File: config.mk
export PLATFORM = sky130hd
export DESIGN_NAME = div_unit
export DESIGN_NICKNAME = d
export VERILOG_FILES = /design/src/logic/rv_isa_pkg.sv /design/src/logic/div_pipe_pkg.sv /design/src/logic/div_operand_prep.sv /design/src/logic/div_stage.sv /design/src/logic/div_result_fixup.sv /design/src/logic/div_unit.sv
export SDC_FILE = /design/constraint.sdc
export NUM_CORES = 2
export LEC_CHECK = 0
export BUFFER_PORTS_ARGS = -buffer_cell sky130_fd_sc_hd__buf_2
export CORE_MARGIN = 2
export CORE_UTILIZATION = 50
export CTS_BUF_LIST = sky130_fd_sc_hd__clkbuf_8 sky130_fd_sc_hd__clkbuf_16
export DETAILED_ROUTE_END_ITERATION = 8
export PLACE_DENSITY = 0.66
export SLEW_MARGIN = 0
export SYNTH_ARGS = -nofsm -noshare
export SYNTH_HDL_FRONTEND = slang
export SYNTH_SLANG_ARGS = --single-unit
File: constraint.sdc
create_clock -name clk -period 36.5 [get_ports clk]
set_input_delay 7.3 -clock clk [delete_from_list [all_inputs] [get_ports clk]]
set_output_delay 7.3 -clock clk [all_outputs]
set_load 0.03 [all_outputs]
File: src/logic/rv_isa_pkg.sv
package rv_isa_pkg;

  // architectural register width for RV32
  localparam int XLEN = 32;

  // one register-width value
  // signedness is decided per operation, so the type itself is unsigned
  typedef logic [XLEN-1:0] word_t;

  // M-extension divide group, encoded by funct3 alone
  // the multiply codes 0..3 share funct7 but do not reach this unit
  typedef enum logic [2:0] {
    DIV  = 3'b100,
    DIVU = 3'b101,
    REM  = 3'b110,
    REMU = 3'b111
  } div_op_e;

endpackage

File: src/logic/div_pipe_pkg.sv
package div_pipe_pkg;

  import rv_isa_pkg::*;

  // quotient bits retired by each registered slice
  localparam int BITS_PER_STAGE = 4;

  // slices needed to consume every dividend bit
  localparam int NUM_STAGES = XLEN / BITS_PER_STAGE;

  // operand prep and result fixup each add one register
  localparam int DIV_LATENCY = NUM_STAGES + 2;

  // request as presented by the issuing side
  typedef struct packed {
    logic    valid;
    div_op_e op;
    word_t   dividend;
    word_t   divisor;
  } div_req_t;

  // sign and select decisions made at the front and applied at the back
  typedef struct packed {
    logic want_rem;
    logic negate_q;
    logic negate_r;
  } div_ctl_t;

  // word carried from slice to slice
  // quo starts as the dividend magnitude; each step shifts one dividend bit
  // out of the top and one quotient bit in at the bottom
  typedef struct packed {
    logic     valid;
    div_ctl_t ctl;
    word_t    rem;
    word_t    quo;
    word_t    divisor;
  } div_work_t;

  // response handed back to the consumer
  typedef struct packed {
    logic  valid;
    word_t result;
  } div_rsp_t;

endpackage

File: src/logic/div_operand_prep.sv
`timescale 1ns/1ps

module div_operand_prep
  import rv_isa_pkg::*;
  import div_pipe_pkg::*;
(
  input  logic      clk,
  input  logic      rst,
  input  div_req_t  req_i,
  output div_work_t work_o
);

  logic     is_signed;
  logic     want_rem;
  logic     dividend_neg;
  logic     divisor_neg;
  logic     divisor_zero;
  word_t    dividend_mag;
  word_t    divisor_mag;
  div_ctl_t ctl_d;

  // opcode decode
  always_comb begin
    case (req_i.op)
      DIV: begin
        is_signed = 1'b1;
        want_rem  = 1'b0;
      end
      REM: begin
        is_signed = 1'b1;
        want_rem  = 1'b1;
      end
      REMU: begin
        is_signed = 1'b0;
        want_rem  = 1'b1;
      end
      default: begin
        // DIVU, and anything outside the divide group
        is_signed = 1'b0;
        want_rem  = 1'b0;
      end
    endcase
  end

  // sign bits only count for the signed ops
  assign dividend_neg = is_signed & req_i.dividend[XLEN-1];
  assign divisor_neg  = is_signed & req_i.divisor[XLEN-1];
  assign divisor_zero = (req_i.divisor == '0);

  // two's-complement magnitudes
  // the most negative value maps onto itself, which reads correctly as unsigned
  assign dividend_mag = dividend_neg ? (~req_i.dividend) + 1'b1 : req_i.dividend;
  assign divisor_mag  = divisor_neg ? (~req_i.divisor) + 1'b1 : req_i.divisor;

  // a zero divisor keeps the all-ones quotient positive
  // the remainder always follows the dividend sign
  assign ctl_d.want_rem = want_rem;
  assign ctl_d.negate_q = (dividend_neg ^ divisor_neg) & ~divisor_zero;
  assign ctl_d.negate_r = dividend_neg;

  always_ff @(posedge clk) begin
    if (rst) begin
      work_o.valid <= 1'b0;
    end else begin
      work_o.valid <= req_i.valid;
    end
    work_o.ctl     <= ctl_d;
    // partial remainder starts empty
    work_o.rem     <= '0;
    work_o.quo     <= dividend_mag;
    work_o.divisor <= divisor_mag;
  end

endmodule

File: src/logic/div_stage.sv
`timescale 1ns/1ps

module div_stage
  import rv_isa_pkg::*;
  import div_pipe_pkg::*;
(
  input  logic      clk,
  input  logic      rst,
  input  div_work_t work_i,
  output div_work_t work_o
);

  // running values while the steps unroll
  word_t           rem_d;
  word_t           quo_d;
  // one bit wider than a word so the trial subtract shows its borrow
  logic [XLEN:0]   shifted;
  logic [XLEN:0]   diff;

  // BITS_PER_STAGE steps of restoring division, all in one cycle
  always_comb begin
    rem_d   = work_i.rem;
    quo_d   = work_i.quo;
    shifted = '0;
    diff    = '0;
    for (int i = 0; i < BITS_PER_STAGE; i++) begin
      // bring down the next dividend bit
      shifted = {rem_d, quo_d[XLEN-1]};
      // trial subtract
      diff    = shifted - {1'b0, work_i.divisor};
      // top bit of diff set means the divisor did not fit
      if (diff[XLEN]) begin
        rem_d = shifted[XLEN-1:0];
      end else begin
        rem_d = diff[XLEN-1:0];
      end
      // quotient bit enters where the dividend bit left
      quo_d = {quo_d[XLEN-2:0], ~diff[XLEN]};
    end
  end

  // with a zero divisor every trial succeeds, so the quotient fills with ones
  // and the dividend bits end up in rem unchanged

  always_ff @(posedge clk) begin
    if (rst) begin
      work_o.valid <= 1'b0;
    end else begin
      work_o.valid <= work_i.valid;
    end
    work_o.ctl     <= work_i.ctl;
    work_o.rem     <= rem_d;
    work_o.quo     <= quo_d;
    work_o.divisor <= work_i.divisor;
  end

endmodule

File: src/logic/div_result_fixup.sv
`timescale 1ns/1ps

module div_result_fixup
  import rv_isa_pkg::*;
  import div_pipe_pkg::*;
(
  input  logic      clk,
  input  logic      rst,
  input  div_work_t work_i,
  output div_rsp_t  rsp_o
);

  word_t quo_fix;
  word_t rem_fix;
  word_t result_d;

  // restore signs decided at the front of the pipe
  assign quo_fix = work_i.ctl.negate_q ? (~work_i.quo) + 1'b1 : work_i.quo;
  assign rem_fix = work_i.ctl.negate_r ? (~work_i.rem) + 1'b1 : work_i.rem;

  // DIV/DIVU want the quotient, REM/REMU the remainder
  assign result_d = work_i.ctl.want_rem ? rem_fix : quo_fix;

  // most negative over minus one yields quotient magnitude 0x80000000 and no negation
  // so the most negative value comes back and the remainder is zero

  always_ff @(posedge clk) begin
    if (rst) begin
      rsp_o.valid <= 1'b0;
    end else begin
      rsp_o.valid <= work_i.valid;
    end
    rsp_o.result <= result_d;
  end

endmodule

File: src/logic/div_unit.sv
`timescale 1ns/1ps

module div_unit
  import div_pipe_pkg::*;
(
  input  logic     clk,
  input  logic     rst,
  input  div_req_t req_i,
  output div_rsp_t rsp_o
);

  // link[0] leaves prep, link[NUM_STAGES] enters fixup
  div_work_t link [NUM_STAGES+1];

  div_operand_prep u_prep (
    .clk    (clk),
    .rst    (rst),
    .req_i  (req_i),
    .work_o (link[0])
  );

  // each slice retires BITS_PER_STAGE quotient bits
  for (genvar g = 0; g < NUM_STAGES; g++) begin : gen_stage
    div_stage u_stage (
      .clk    (clk),
      .rst    (rst),
      .work_i (link[g]),
      .work_o (link[g+1])
    );
  end

  div_result_fixup u_fixup (
    .clk    (clk),
    .rst    (rst),
    .work_i (link[NUM_STAGES]),
    .rsp_o  (rsp_o)
  );

endmodule

==> impl_metrics.toml <==
[cts]
cts_root_buffer = "clkbuf_16"
cts_made_buffers = 100
post-cts-setup-buffers = 0
clockBufferDepth = 3
cts_num_sinks = 869
cts_tree = "yes"
path_clk_slew_ns = 0.06
clkLatencyLatePin_ns = 0.77
htree_levels = 3
hold_buffers = 0
cts.repair.resized = 0

[sta]
finalHoldViolCount = 0
rsz0062_at_grt = "false"
slew_headroom = 0.210
finalSetupTns_ns = 0
fin_crit_sh = 0.512
worstMarginPinSlew_ns = 1.18
min_period_ns = 18.67
fin_skew_ns = 0.0706
fmax_mhz = 53.6
hold_ws_ns = 0.303
setup_viol = 0
finalMaxSlewViolations = 0

[yosys]
syn_area_per_cell_um2 = 7.98
async_flop_share = 0
yosysWarnings = 0
synth_top_family_by_area = "compound AO/OA/AOI/OAI gates"
synth.distinct_cells = 111
yosys.area_share.simple = 0.163
synth.mux.area_fraction = 0.0640
yosysSeqAreaShare = 0.214
syn_area_mm2 = 0.0815
synth_edf_count = 0
synth-xor-area-share = 0.105
synth_fa_ha_area_frac = 0.161
yosys_register_bits = 869
synth_compound_gate_area_share = 0.252
synthFlopType = "dfxtp_1"
syn_inst = 10200

[routing]
vias_per_cell = 5.98
wl_met1_mm = 111
drtIter0Drc = 5934
dr_wl_met3_mm = 14.1
vias = 74900
drc = 0
drt-pass1-iter-count = 7
final_antenna_net_count = 0
routedWlPerCell_um = 19.8
wl_met2_mm = 114
highest_layer = "met5"
wirelength_mm = 248

[worst_setup_path]
worst_setup_path_end_kind = "flip-flop"
worstPathRequired_ns = 37.08
path_buf_inv = 7
critical_path_peak_fanout = 59
cpPeakStageDelay_ns = 0.80
cp_top_family = "compound AO/OA/AOI/OAI gates"
crit_type = "reg -> reg"
critPathSlowestCell = "a221oi_1"
worst_setup_path_start_kind = "flip-flop"
cp.arrival_ns = 19.26

[global_route]
grt_pass1_vias = 71300
grt_overflow = 0
antenna_found_initial = 7
grt_pass1_wl_mm = 389
grt_max_degree = 102
grt_usage = 0.288

[floorplan]
core_mm2 = 0.162
dieArea_mm2 = 0.166
die_x_um = 408
initial_utilization = 0.502
die_h_um = 408
io_pins = 103
num_rows = 148

[place]
dpl.hpwl_mm = 202
portBuffers = 102
gp_congestion = 0.961

[finish]
drive_gt1_frac = 0.0746
layout.nets = 11300
post-route-util = 0.543
area_growth_pct = 8.07

[min_path]
hold_class = "reg -> reg"

[flow_run]
cap_violations = 0

[status]
status = "finished clean"
-- logic make-up (layout without fill, tap and decap cells) --
| group | Yosys count | in the layout |
|---|---|---|
| AOI/OAI and AO/OA | 3207 | 3207 |
| and+or+nand+nor | 2793 | 2793 |
| adders and majority gates | 1031 | 1031 |
| xor gates and xnor gates | 967 | 967 |
| DFF | 869 | 869 |
| buffers and inverters | 866 | 958 |
| muxes | 480 | 480 |
| other | 1 | 43 |
-- flip-flops by register name, summed over array words and instances, names as in the netlist --
| name | count |
|---|---|
| gen_stage.u_stage.work_o | 768 |
| u_fixup.rsp_o | 33 |
| u_prep.work_o | 68 |
-- cell usage in the layout, fill, tap and decap left out, types with 33 or more instances in the layout --
master and count:
ha_1 998, a21oi_1 932, dfxtp_1 867, nor2_1 788, nand2_1 776, o21ai_0 692, inv_1 611, xnor2_1 585
a21o_1 378, xor2_1 356, mux2_2 272, nor3_1 209, nor2b_1 192, mux2i_1 184, nand2b_1 176, nand3_1 172
o21a_1 155, a211oi_1 154, a31oi_1 125, buf_2 102, clkbuf_16 100, o21bai_1 97, and3_1 90, or3_1 87
o31ai_1 68, and2_1 66, o211ai_1 63, buf_4 61, nand4_1 54, o221ai_1 50, or2_2 43, a22oi_1 40
a21boi_0 35, o22ai_1 35, nor4_1 33
-- final timing paths --
| kind | slack [ns] | end | cells past startpoint | from |
|---|---|---|---|---|
| worst max-delay path | 17.83 | gen_stage[5].u_stage.work_o[78] | 62 | gen_stage[4].u_stage.work_o[1] |
| worst min-delay path | 0.30 | gen_stage[6].u_stage.work_o[50] | 0 | gen_stage[5].u_stage.work_o[46] |
| worst max register to register | 17.83 | gen_stage[5].u_stage.work_o[78] | 62 | gen_stage[4].u_stage.work_o[1] |
| worst min register to register | 0.30 | gen_stage[6].u_stage.work_o[50] | 0 | gen_stage[5].u_stage.work_o[46] |
-- stage by stage --
step                area [um2]  setup WS [ns]  std cells
floorplan                81500          21.86      10200
global placement         84400          18.19      12300
detailed placement       84400          18.03      12300
CTS                      88000          18.01      12500
global route             88000          16.69      12500
finish                   88000          17.83      12500
-- worst register-to-register path, delay by kind of cell, from the launching register on --
family,cells,cell delay [ns]
xor+xnor,3,0.59
buf+inv,7,2.43
compound gates,39,11.78
flops,1,0.78
simple gates,9,1.37
fa+ha+maj,4,1.58
-- synth_stat cells (90+ instances only) --
library cell | instances | share of area
a211oi_1 | 154 | 0.014
a21o_1 | 378 | 0.035
a21oi_1 | 932 | 0.057
a31oi_1 | 125 | 0.0096
and3_1 | 90 | 0.0069
clkbuf_1 | 169 | 0.0078
dfxtp_1 | 869 | 0.21
ha_1 | 998 | 0.15
inv_1 | 600 | 0.028
mux2_2 | 272 | 0.038
mux2i_1 | 185 | 0.023
nand2_1 | 777 | 0.036
nand2b_1 | 176 | 0.014
nand3_1 | 172 | 0.011
nor2_1 | 791 | 0.036
nor2b_1 | 192 | 0.015
nor3_1 | 210 | 0.013
o21a_1 | 155 | 0.014
o21ai_0 | 692 | 0.043
o21bai_1 | 97 | 0.0089
xnor2_1 | 592 | 0.064
xor2_1 | 365 | 0.039
-- layer usage --
layer | track usage | vias to the layer above
met2 | 0.483 | 2102
li1 | - | 37100
met1 | 0.378 | 35300
met3 | 0.0350 | 399
met4 | 0.104 | 4
met5 | 0 | -
-- area by class of cell --
type,count,area [um2]
well taps,2175,2720
multi-input cells,8493,61100
repair buffers,163,968
diodes,28,70.1
clock buffers,115,2710
flip-flops and latches,869,17400
inverters,609,2290
fillers,15200,74200
clock inverters,71,825
Power is not shown: default switching activity piles up to over one toggle a cycle in this logic, so the estimate is an artifact.
